`config.mk`:
```
export PLATFORM = sky130hd
export DESIGN_NAME = cpu
export DESIGN_NICKNAME = d
export VERILOG_FILES = /design/src/hw/cpu_pkg.sv /design/src/hw/alu.sv /design/src/hw/control.sv /design/src/hw/regfile.sv /design/src/hw/hazard_unit.sv /design/src/hw/mem_arbiter.sv /design/src/hw/cpu.sv
export SDC_FILE = /design/constraint.sdc
export NUM_CORES = 2
export LEC_CHECK = 0
export BUFFER_PORTS_ARGS = -buffer_cell sky130_fd_sc_hd__buf_2
export CAP_MARGIN = 10
export CORE_MARGIN = 5
export CORE_UTILIZATION = 50
export CTS_CLUSTER_SIZE = 8
export DETAILED_ROUTE_END_ITERATION = 7
export PLACE_DENSITY = 0.62
export SLEW_MARGIN = 20
export SYNTH_ARGS = -nofsm -noshare
export SYNTH_HDL_FRONTEND = slang
export SYNTH_SLANG_ARGS = --single-unit
```
`constraint.sdc`:
```
create_clock -name clk -period 23.1 [get_ports clk]
set_input_delay 2.31 -clock clk [delete_from_list [all_inputs] [get_ports clk]]
set_output_delay 2.31 -clock clk [all_outputs]
set_load 0.02 [all_outputs]
```
`src/hw/cpu_pkg.sv`:
```
package cpu_pkg;

	localparam int xlen = 32;
	localparam logic [xlen-1:0] reset_pc = '0;
	localparam int reg_count = 32;

	// Primary opcode field, bits 31:26
	typedef enum logic [5:0] {
		op_rtype = 6'h00,
		op_j     = 6'h02,
		op_jal   = 6'h03,
		op_beq   = 6'h04,
		op_addiu = 6'h09,
		op_ori   = 6'h0d,
		op_lui   = 6'h0f,
		op_lw    = 6'h23,
		op_sw    = 6'h2b
	} opcode_t;

	// R-type function field, bits 5:0
	typedef enum logic [5:0] {
		fn_sll  = 6'h00,
		fn_jr   = 6'h08,
		fn_addu = 6'h21,
		fn_subu = 6'h23,
		fn_and  = 6'h24,
		fn_or   = 6'h25,
		fn_slt  = 6'h2a
	} funct_t;

	typedef enum logic [3:0] {
		alu_add,
		alu_sub,
		alu_and,
		alu_or,
		alu_slt,
		alu_sll,
		alu_lui
	} alu_op_t;

	// Decode operand source, youngest producer wins
	typedef enum logic [1:0] {
		fwd_reg,
		fwd_ex,
		fwd_mem,
		fwd_wb
	} fwd_sel_t;

endpackage

```
`src/hw/alu.sv`:
```
`timescale 1ns/1ps

module alu (
	input  cpu_pkg::alu_op_t op,
	input  logic [cpu_pkg::xlen-1:0] a,
	input  logic [cpu_pkg::xlen-1:0] b,
	input  logic [4:0] shamt,
	output logic [cpu_pkg::xlen-1:0] result,
	output logic zero
);

	always_comb begin
		case (op)
			cpu_pkg::alu_add: result = a + b;
			cpu_pkg::alu_sub: result = a - b;
			cpu_pkg::alu_and: result = a & b;
			cpu_pkg::alu_or:  result = a | b;
			// Signed compare, result is 0 or 1
			cpu_pkg::alu_slt: result = {{(cpu_pkg::xlen-1){1'b0}}, $signed(a) < $signed(b)};
			// sll shifts the rt operand
			cpu_pkg::alu_sll: result = b << shamt;
			cpu_pkg::alu_lui: result = b << 16;
			default:          result = '0;
		endcase
	end

	// beq uses this after a subtract
	assign zero = (result == '0);

endmodule

```
`src/hw/control.sv`:
```
`timescale 1ns/1ps

module control (
	input  logic [5:0] opcode,
	input  logic [5:0] funct,
	output logic reg_write,
	output logic reg_dst,
	output logic alu_src,
	output logic mem_read,
	output logic mem_write,
	output logic mem_to_reg,
	output logic is_branch,
	output logic is_jump,
	output logic jump_reg,
	output logic is_link,
	output cpu_pkg::alu_op_t alu_op
);

	always_comb begin
		// Anything not listed below falls through as a no-op
		reg_write = 1'b0;
		reg_dst = 1'b0;
		alu_src = 1'b0;
		mem_read = 1'b0;
		mem_write = 1'b0;
		mem_to_reg = 1'b0;
		is_branch = 1'b0;
		is_jump = 1'b0;
		jump_reg = 1'b0;
		is_link = 1'b0;
		alu_op = cpu_pkg::alu_add;
		case (opcode)
			cpu_pkg::op_rtype: begin
				reg_dst = 1'b1;
				reg_write = 1'b1;
				case (funct)
					cpu_pkg::fn_addu: alu_op = cpu_pkg::alu_add;
					cpu_pkg::fn_subu: alu_op = cpu_pkg::alu_sub;
					cpu_pkg::fn_and:  alu_op = cpu_pkg::alu_and;
					cpu_pkg::fn_or:   alu_op = cpu_pkg::alu_or;
					cpu_pkg::fn_slt:  alu_op = cpu_pkg::alu_slt;
					cpu_pkg::fn_sll:  alu_op = cpu_pkg::alu_sll;
					cpu_pkg::fn_jr: begin
						reg_write = 1'b0;
						is_jump = 1'b1;
						jump_reg = 1'b1;
					end
					default: reg_write = 1'b0;
				endcase
			end
			cpu_pkg::op_j: is_jump = 1'b1;
			cpu_pkg::op_jal: begin
				is_jump = 1'b1;
				is_link = 1'b1;
				reg_write = 1'b1;
			end
			// Compare by subtraction, taken on zero
			cpu_pkg::op_beq: begin
				is_branch = 1'b1;
				alu_op = cpu_pkg::alu_sub;
			end
			cpu_pkg::op_addiu: begin
				reg_write = 1'b1;
				alu_src = 1'b1;
			end
			cpu_pkg::op_ori: begin
				reg_write = 1'b1;
				alu_src = 1'b1;
				alu_op = cpu_pkg::alu_or;
			end
			cpu_pkg::op_lui: begin
				reg_write = 1'b1;
				alu_src = 1'b1;
				alu_op = cpu_pkg::alu_lui;
			end
			cpu_pkg::op_lw: begin
				reg_write = 1'b1;
				alu_src = 1'b1;
				mem_read = 1'b1;
				mem_to_reg = 1'b1;
			end
			cpu_pkg::op_sw: begin
				alu_src = 1'b1;
				mem_write = 1'b1;
			end
			default: is_jump = 1'b0;
		endcase
	end

endmodule

```
`src/hw/regfile.sv`:
```
`timescale 1ns/1ps

module regfile (
	input  logic clk,
	input  logic rst,
	input  logic [$clog2(cpu_pkg::reg_count)-1:0] rs_addr,
	input  logic [$clog2(cpu_pkg::reg_count)-1:0] rt_addr,
	output logic [cpu_pkg::xlen-1:0] rs_data,
	output logic [cpu_pkg::xlen-1:0] rt_data,
	input  logic wr_en,
	input  logic [$clog2(cpu_pkg::reg_count)-1:0] wr_addr,
	input  logic [cpu_pkg::xlen-1:0] wr_data
);

	logic [cpu_pkg::xlen-1:0] regs [cpu_pkg::reg_count];

	// Register zero reads zero, a same-cycle write shows through
	function automatic logic [cpu_pkg::xlen-1:0] read_port(
		input logic [$clog2(cpu_pkg::reg_count)-1:0] addr
	);
		if (addr == '0)
			return '0;
		if (wr_en && wr_addr == addr)
			return wr_data;
		return regs[addr];
	endfunction

	always_ff @(posedge clk) begin
		if (rst) begin
			for (int i = 0; i < cpu_pkg::reg_count; i++) begin
				regs[i] <= '0;
			end
		end else if (wr_en && wr_addr != '0) begin
			regs[wr_addr] <= wr_data;
		end
	end

	always_comb begin
		rs_data = read_port(rs_addr);
		rt_data = read_port(rt_addr);
	end

endmodule

```
`src/hw/hazard_unit.sv`:
```
`timescale 1ns/1ps

module hazard_unit (
	input  logic [$clog2(cpu_pkg::reg_count)-1:0] id_rs,
	input  logic [$clog2(cpu_pkg::reg_count)-1:0] id_rt,
	input  logic [$clog2(cpu_pkg::reg_count)-1:0] ex_dst,
	input  logic [$clog2(cpu_pkg::reg_count)-1:0] mem_dst,
	input  logic [$clog2(cpu_pkg::reg_count)-1:0] wb_dst,
	input  logic ex_reg_write,
	input  logic mem_reg_write,
	input  logic wb_reg_write,
	input  logic ex_mem_read,
	output cpu_pkg::fwd_sel_t fwd_rs,
	output cpu_pkg::fwd_sel_t fwd_rt,
	output logic load_stall
);

	// Youngest writer first, register zero never forwards
	function automatic cpu_pkg::fwd_sel_t pick(
		input logic [$clog2(cpu_pkg::reg_count)-1:0] src
	);
		if (src == '0)
			return cpu_pkg::fwd_reg;
		if (ex_reg_write && ex_dst == src)
			return cpu_pkg::fwd_ex;
		if (mem_reg_write && mem_dst == src)
			return cpu_pkg::fwd_mem;
		if (wb_reg_write && wb_dst == src)
			return cpu_pkg::fwd_wb;
		return cpu_pkg::fwd_reg;
	endfunction

	always_comb begin
		fwd_rs = pick(id_rs);
		fwd_rt = pick(id_rt);
	end

	// Load data exists only after the memory stage
	assign load_stall = ex_mem_read && ex_dst != '0 && (ex_dst == id_rs || ex_dst == id_rt);

endmodule

```
`src/hw/mem_arbiter.sv`:
```
`timescale 1ns/1ps

module mem_arbiter (
	input  logic clk,
	input  logic rst,
	// Fetch channel, read only
	input  logic if_req,
	input  logic [cpu_pkg::xlen-1:0] if_addr,
	output logic if_ack,
	output logic [cpu_pkg::xlen-1:0] if_rdata,
	// Data channel
	input  logic dm_req,
	input  logic dm_rw,
	input  logic [cpu_pkg::xlen-1:0] dm_addr,
	input  logic [cpu_pkg::xlen-1:0] dm_wdata,
	output logic dm_ack,
	output logic [cpu_pkg::xlen-1:0] dm_rdata,
	// External port
	output logic mem_enable,
	output logic mem_rw,
	output logic [cpu_pkg::xlen-1:0] mem_addr,
	output logic [cpu_pkg::xlen-1:0] mem_wdata,
	input  logic mem_ack,
	input  logic [cpu_pkg::xlen-1:0] mem_rdata
);

	logic busy;
	logic owner_dm;
	logic sel_dm;

	// Idle port grants at once, data over fetch
	assign sel_dm = busy ? owner_dm : dm_req;

	assign mem_enable = busy | dm_req | if_req;
	assign mem_rw = sel_dm ? dm_rw : 1'b1;
	assign mem_addr = sel_dm ? dm_addr : if_addr;
	assign mem_wdata = sel_dm ? dm_wdata : '0;

	assign dm_ack = mem_ack & sel_dm;
	assign if_ack = mem_ack & ~sel_dm;
	assign dm_rdata = mem_rdata;
	assign if_rdata = mem_rdata;

	// Owner is locked from grant until mem_ack
	always_ff @(posedge clk) begin
		if (rst) begin
			busy <= 1'b0;
			owner_dm <= 1'b0;
		end else if (mem_ack) begin
			busy <= 1'b0;
		end else if (mem_enable) begin
			busy <= 1'b1;
			owner_dm <= sel_dm;
		end
	end

endmodule

```
`src/hw/cpu.sv`:
```
`timescale 1ns/1ps

module cpu (
	input  logic clk,
	input  logic rst,
	output logic mem_enable,
	output logic mem_rw,
	output logic [cpu_pkg::xlen-1:0] mem_addr,
	output logic [cpu_pkg::xlen-1:0] mem_wdata,
	input  logic mem_ack,
	input  logic [cpu_pkg::xlen-1:0] mem_rdata
);

	////////////////////
	// Signals
	////////////////////

	logic advance, pc_we, taken, load_stall, id_kill;
	logic if_busy, if_done, if_ack, dm_req, dm_ack, dm_done, mem_access;
	logic [cpu_pkg::xlen-1:0] pc, pc_plus4, next_pc, if_rdata, if_buf, if_instr;
	logic [cpu_pkg::xlen-1:0] dm_rdata, dm_buf;

	logic [cpu_pkg::xlen-1:0] id_instr, id_pc4, id_imm, rs_data, rt_data;
	logic [cpu_pkg::xlen-1:0] id_rs_val, id_rt_val;
	logic [4:0] id_dst;
	logic id_reg_write, id_reg_dst, id_alu_src, id_mem_read, id_mem_write;
	logic id_mem_to_reg, id_is_branch, id_is_jump, id_jump_reg, id_is_link;
	cpu_pkg::alu_op_t id_alu_op;
	cpu_pkg::fwd_sel_t fwd_rs, fwd_rt;

	logic ex_reg_write, ex_mem_read, ex_mem_write, ex_is_branch, ex_is_jump;
	logic ex_mem_to_reg, ex_jump_reg, ex_is_link, ex_alu_src, alu_zero;
	cpu_pkg::alu_op_t ex_alu_op;
	logic [cpu_pkg::xlen-1:0] ex_pc4, ex_rs_val, ex_rt_val, ex_imm;
	logic [cpu_pkg::xlen-1:0] alu_result, ex_result, branch_target, jump_target;
	logic [4:0] ex_dst, ex_shamt;
	logic [25:0] ex_index;

	logic mem_reg_write, mem_mem_read, mem_mem_write, mem_mem_to_reg;
	logic [cpu_pkg::xlen-1:0] mem_alu, mem_store, mem_result;
	logic [4:0] mem_dst;

	logic wb_reg_write;
	logic [cpu_pkg::xlen-1:0] wb_data;
	logic [4:0] wb_dst;

	////////////////////
	// Stall and flush
	////////////////////

	// Advance once the fetch and any data access have both completed
	assign mem_access = mem_mem_read | mem_mem_write;
	assign advance = (if_done | if_ack) & (~mem_access | dm_done | dm_ack);
	assign taken = ex_is_jump | (ex_is_branch & alu_zero);
	assign pc_we = advance & (taken | ~load_stall);
	assign id_kill = taken | load_stall;

	mem_arbiter u_arbiter (
		.clk(clk), .rst(rst),
		.if_req(if_busy), .if_addr(pc), .if_ack(if_ack), .if_rdata(if_rdata),
		.dm_req(dm_req), .dm_rw(mem_mem_read), .dm_addr(mem_alu), .dm_wdata(mem_store),
		.dm_ack(dm_ack), .dm_rdata(dm_rdata),
		.mem_enable(mem_enable), .mem_rw(mem_rw), .mem_addr(mem_addr),
		.mem_wdata(mem_wdata), .mem_ack(mem_ack), .mem_rdata(mem_rdata)
	);

	////////////////////
	// Fetch
	////////////////////

	assign pc_plus4 = pc + 32'd4;
	assign next_pc = !taken ? pc_plus4 : ex_is_jump ? jump_target : branch_target;
	assign if_instr = if_done ? if_buf : if_rdata;

	// Fetch buffer holds the word across a stalled advance
	always_ff @(posedge clk) begin
		if (rst) begin
			pc <= cpu_pkg::reset_pc;
			if_busy <= 1'b0;
			if_done <= 1'b0;
		end else begin
			if (pc_we)
				pc <= next_pc;
			if_busy <= pc_we | (~if_ack & ~if_done);
			if_done <= ~pc_we & (if_done | if_ack);
		end
	end

	always_ff @(posedge clk) begin
		if (if_ack)
			if_buf <= if_rdata;
	end

	// IF/ID, an all-zero word is a bubble
	always_ff @(posedge clk) begin
		if (rst)
			id_instr <= '0;
		else if (pc_we)
			id_instr <= taken ? '0 : if_instr;
	end

	always_ff @(posedge clk) begin
		if (pc_we)
			id_pc4 <= pc_plus4;
	end

	////////////////////
	// Decode
	////////////////////

	control u_control (
		.opcode(id_instr[31:26]), .funct(id_instr[5:0]),
		.reg_write(id_reg_write), .reg_dst(id_reg_dst), .alu_src(id_alu_src),
		.mem_read(id_mem_read), .mem_write(id_mem_write), .mem_to_reg(id_mem_to_reg),
		.is_branch(id_is_branch), .is_jump(id_is_jump), .jump_reg(id_jump_reg),
		.is_link(id_is_link), .alu_op(id_alu_op)
	);

	regfile u_regfile (
		.clk(clk), .rst(rst),
		.rs_addr(id_instr[25:21]), .rt_addr(id_instr[20:16]),
		.rs_data(rs_data), .rt_data(rt_data),
		.wr_en(wb_reg_write), .wr_addr(wb_dst), .wr_data(wb_data)
	);

	hazard_unit u_hazard (
		.id_rs(id_instr[25:21]), .id_rt(id_instr[20:16]),
		.ex_dst(ex_dst), .mem_dst(mem_dst), .wb_dst(wb_dst),
		.ex_reg_write(ex_reg_write), .mem_reg_write(mem_reg_write),
		.wb_reg_write(wb_reg_write), .ex_mem_read(ex_mem_read),
		.fwd_rs(fwd_rs), .fwd_rt(fwd_rt), .load_stall(load_stall)
	);

	// ori zero-extends, everything else sign-extends
	assign id_imm = (id_instr[31:26] == cpu_pkg::op_ori) ? {16'h0, id_instr[15:0]} :
		{{16{id_instr[15]}}, id_instr[15:0]};
	assign id_dst = id_is_link ? 5'd31 : id_reg_dst ? id_instr[15:11] : id_instr[20:16];

	function automatic logic [cpu_pkg::xlen-1:0] fwd_pick(
		input cpu_pkg::fwd_sel_t sel,
		input logic [cpu_pkg::xlen-1:0] reg_val
	);
		case (sel)
			cpu_pkg::fwd_ex:  return ex_result;
			cpu_pkg::fwd_mem: return mem_result;
			cpu_pkg::fwd_wb:  return wb_data;
			default:          return reg_val;
		endcase
	endfunction

	always_comb begin
		id_rs_val = fwd_pick(fwd_rs, rs_data);
		id_rt_val = fwd_pick(fwd_rt, rt_data);
	end

	// ID/EX, side effects cleared on flush or load-use bubble
	always_ff @(posedge clk) begin
		if (rst) begin
			{ex_reg_write, ex_mem_read, ex_mem_write, ex_is_branch, ex_is_jump} <= '0;
		end else if (advance) begin
			ex_reg_write <= id_reg_write & ~id_kill;
			ex_mem_read <= id_mem_read & ~id_kill;
			ex_mem_write <= id_mem_write & ~id_kill;
			ex_is_branch <= id_is_branch & ~id_kill;
			ex_is_jump <= id_is_jump & ~id_kill;
		end
	end

	always_ff @(posedge clk) begin
		if (advance) begin
			{ex_mem_to_reg, ex_jump_reg, ex_is_link, ex_alu_src} <=
				{id_mem_to_reg, id_jump_reg, id_is_link, id_alu_src};
			ex_alu_op <= id_alu_op;
			ex_pc4 <= id_pc4;
			ex_rs_val <= id_rs_val;
			ex_rt_val <= id_rt_val;
			ex_imm <= id_imm;
			ex_dst <= id_dst;
			ex_shamt <= id_instr[10:6];
			ex_index <= id_instr[25:0];
		end
	end

	////////////////////
	// Execute
	////////////////////

	alu u_alu (
		.op(ex_alu_op), .a(ex_rs_val), .b(ex_alu_src ? ex_imm : ex_rt_val),
		.shamt(ex_shamt), .result(alu_result), .zero(alu_zero)
	);

	assign branch_target = ex_pc4 + {ex_imm[29:0], 2'b00};
	assign jump_target = ex_jump_reg ? ex_rs_val : {ex_pc4[31:28], ex_index, 2'b00};
	// jal links to its own address plus 4
	assign ex_result = ex_is_link ? ex_pc4 : alu_result;

	always_ff @(posedge clk) begin
		if (rst)
			{mem_reg_write, mem_mem_read, mem_mem_write} <= '0;
		else if (advance)
			{mem_reg_write, mem_mem_read, mem_mem_write} <=
				{ex_reg_write, ex_mem_read, ex_mem_write};
	end

	always_ff @(posedge clk) begin
		if (advance) begin
			mem_mem_to_reg <= ex_mem_to_reg;
			mem_alu <= ex_result;
			mem_store <= ex_rt_val;
			mem_dst <= ex_dst;
		end
	end

	////////////////////
	// Memory and write-back
	////////////////////

	assign dm_req = mem_access & ~dm_done;
	assign mem_result = !mem_mem_to_reg ? mem_alu : dm_done ? dm_buf : dm_rdata;

	always_ff @(posedge clk) begin
		if (rst)
			dm_done <= 1'b0;
		else
			dm_done <= ~advance & (dm_done | dm_ack);
	end

	always_ff @(posedge clk) begin
		if (dm_ack)
			dm_buf <= dm_rdata;
	end

	always_ff @(posedge clk) begin
		if (rst)
			wb_reg_write <= 1'b0;
		else if (advance)
			wb_reg_write <= mem_reg_write;
	end

	always_ff @(posedge clk) begin
		if (advance) begin
			wb_data <= mem_result;
			wb_dst <= mem_dst;
		end
	end

endmodule

```
==> run_results.csv <==
group,metric,value,unit
outcome,outcome,"finished clean",
floorplan,dieArea,174000,um2
grt,grt_pass1_wl,426,mm
yosys,ys_ff_latch,1450,
layout,drive_above_1_share,21.4,%
drt,vias_per_cell,6.71,
yosys,synth_area_leaders,"edfxtp_1 49%, mux4_2 18%, and2_1 7.6%, mux2i_1 2.7%, ha_1 2.2%",
yosys,synthArstFlopShare,0,%
floorplan,start_util,50.3,%
placed_design,placed_cells,8188,
floorplan,die_w,417,um
critical_path,startpoint_type,"flip-flop",
layout,seq_area,42700,um2
cts,postCtsSetupBuffers,0,
critical_path,arrival,8.41,ns
placed_design,place_congestion,1.01,
timing,clock_skew,0.0638,ns
layout,final_cell_mix,"1362 x edfxtp_1, 1002 x and2_1, 665 x mux4_2",
layout,largest_reg_flops,1024,
critical_path,cp_slowest_cell,"o21ai_0",
critical_path,path_buf_inv,4,
timing,fin_crit,7.73,ns
grt,groute.usage.overall,34.5,%
power,vdd_drop_max,86.5,uV
cts,cts-root-buf,"clkbuf_16",
drt,wl_per_cell,35.8,um
cts,clock-sinks,1450,
cts,clock_latency,0.86,ns
drt,via_count,56898,
drt,drcViolationCount,0,
cts,cts_max_path_buffers,3,
yosys,syn-cell-area,82800,um2
critical_path,path_cells,"buf_4 > mux2i_1 > inv_2 > ha_1 > fa_1 > a211oi_1 > nor4_1 > o32a_1 > o21ai_0 > nor2b_1 > o221ai_1 > a211o_1 > or4_4 > nor4b_4 > a21oi_4 > buf_4 > a21o_2 > buf_4 > a2bb2oi_1 > nor2_1",
layout,top_register,"u_regfile.regs",
cts,h-tree-depth,4,
timing,setup_tns,0,ns
timing,drv_slew,0,
critical_path,cp_top_family,"compound AO/OA/AOI/OAI gates",
timing,hold_violations,0,
cts,postCtsResizedCells,0,
layout,syn_to_final_growth,10.4,%
critical_path,path_class,"flip-flop to flip-flop",
yosys,syn_area_per_cell,13.2,um2
timing,slew_headroom,16.7,%
timing,rsz0062_at_grt,"false",
placed_design,portBuffers,100,
cts,hold_buffers,0,
layout,final_common_cell,"edfxtp_1",
yosys,seq_area_frac_synth,51.5,%
min_path,hold_class,"flip-flop to flip-flop",
timing,period_share,33.5,%
floorplan,core_area,165000,um2
yosys,yosysWarnings,0,
drt,wl,304,mm
layout,fin_nets,6400,
timing,setup_viol,0,
yosys,synth_edf_count,1362,
power,power.leakage,32.6,nW
layout,fillers,13403,
layout,multi_input_comb_area,37800,um2
flow_run,maxCapViolCount,0,
cts,path_clk_slew,0.05,ns
drt,drt_pass1_iterations,8,
timing,max_freq,129,MHz
grt,grt_max_degree,108,
grt,antenna_found_initial,17,
yosys,synth_cell_types,94,
drt,drtIter0Drc,7580,
floorplan,row_count,149,
cts,tritoncts,"built",
critical_path,worst_setup_path_end_kind,"flip-flop",
floorplan,pin_count,101,
placed_design,hpwl,197,mm
yosys,synth_top_cell_by_area,"edfxtp_1",
floorplan,die_h,417,um
grt,grt_pass1_vias,56337,
yosys,ys.flop_type,"edfxtp_1",
critical_path,critPathMaxFanout,62,
critical_path,slowest_delay,0.88,ns
cts,numCtsBuffers,200,
power,p_per_area,82.9,nW/um2
critical_path,cp_common_cell,"buf_4",
grt,grt.overflow.total,0,
yosys,yosysTopAreaCellShare,49.4,%
yosys,syn_inst,6266,
drt,ant_nets,0,
timing,tightestPinTransition,1.24,ns
layout,instances_no_fill,8477,
critical_path,required,23.78,ns
power by group:
group / total, mW / switching (mW) / internal [mW]
clock: 2.71 / 1.14 / 1.57
sequential: 3.26 / 0.215 / 3.05
combinational: 1.60 / 1.03 / 0.574
path summary, 6_finish.rpt:
kind                                 start      endpoint  slack [ns]  cells after the start
worst max register to register  ex_alu_src  id_instr[19]       15.37                     20
worst max-delay path            ex_alu_src  id_instr[19]       15.37                     20
worst min register to register   id_pc4[5]     ex_pc4[5]        0.42                      0
worst min-delay path             id_pc4[5]     ex_pc4[5]        0.42                      0
Yosys cell counts (38+ instances only):
cell type / n
mux2_2: 63
inv_1: 167
nor2_1: 458
nand3_1: 56
xor2_1: 38
nor3_1: 51
ha_1: 146
o21ai_0: 139
nand2_1: 171
buf_1: 97
edfxtp_1: 1362
a21oi_1: 296
a211oi_1: 103
mux2i_1: 226
dfxtp_1: 88
and2_1: 1002
nor2b_1: 58
or2_2: 43
mux4_2: 665
clkbuf_1: 435
xnor2_1: 61
per-stage QoR:
| stage | utilization [%] | power [mW] | cell area, um2 | setup WS, ns | hold slack, ns |
|---|---|---|---|---|---|
| finish | 55.5 | 7.58 | 91400 | 15.37 | 0.416 |
| global route | 55.5 | 7.80 | 91400 | 15.16 | 0.421 |
| CTS | 55.3 | 7.56 | 91200 | 15.46 | 0.414 |
| detailed placement | 52.0 | 4.85 | 85600 | 15.53 | 0.406 |
| global placement | 52.0 | 4.85 | 85600 | 15.60 | 0.403 |
| floorplan | - | 4.18 | 82900 | 13.49 | 0.400 |
area by class of cell:
cell class,count,area share [%]
flip-flops and latches,1450,46.7
multi-input cells,4119,41.3
clock buffers,252,5.69
well taps,2189,3.00
repair buffers,271,2.14
inverters,174,0.728
clock inverters,18,0.397
diodes,4,0.0109
metal layers:
metal	routed length, um	track usage (%)	vias to the layer above
li1	-	-	23589
met1	112000	43.4	29492
met2	146000	56.5	3092
met3	26300	6.97	719
met4	19700	18.7	6
met5	40	0	-
cell families (layout without fill, tap and decap cells):
family | after synthesis | after routing | share of synthesized area, %
AOI/OAI and AO/OA | 884 | 884 | 6.92
xor gates and xnor gates | 99 | 99 | 1.05
adders and majority gates | 149 | 149 | 2.28
buffers and inverters | 728 | 715 | 3.36
DFF | 1450 | 1450 | 51.5
muxes | 957 | 957 | 21.7
other | 1 | 36 | 0.00453
and+or+nand+nor | 1998 | 1998 | 13.2
Note: power is estimated with default switching activity, not from simulation.
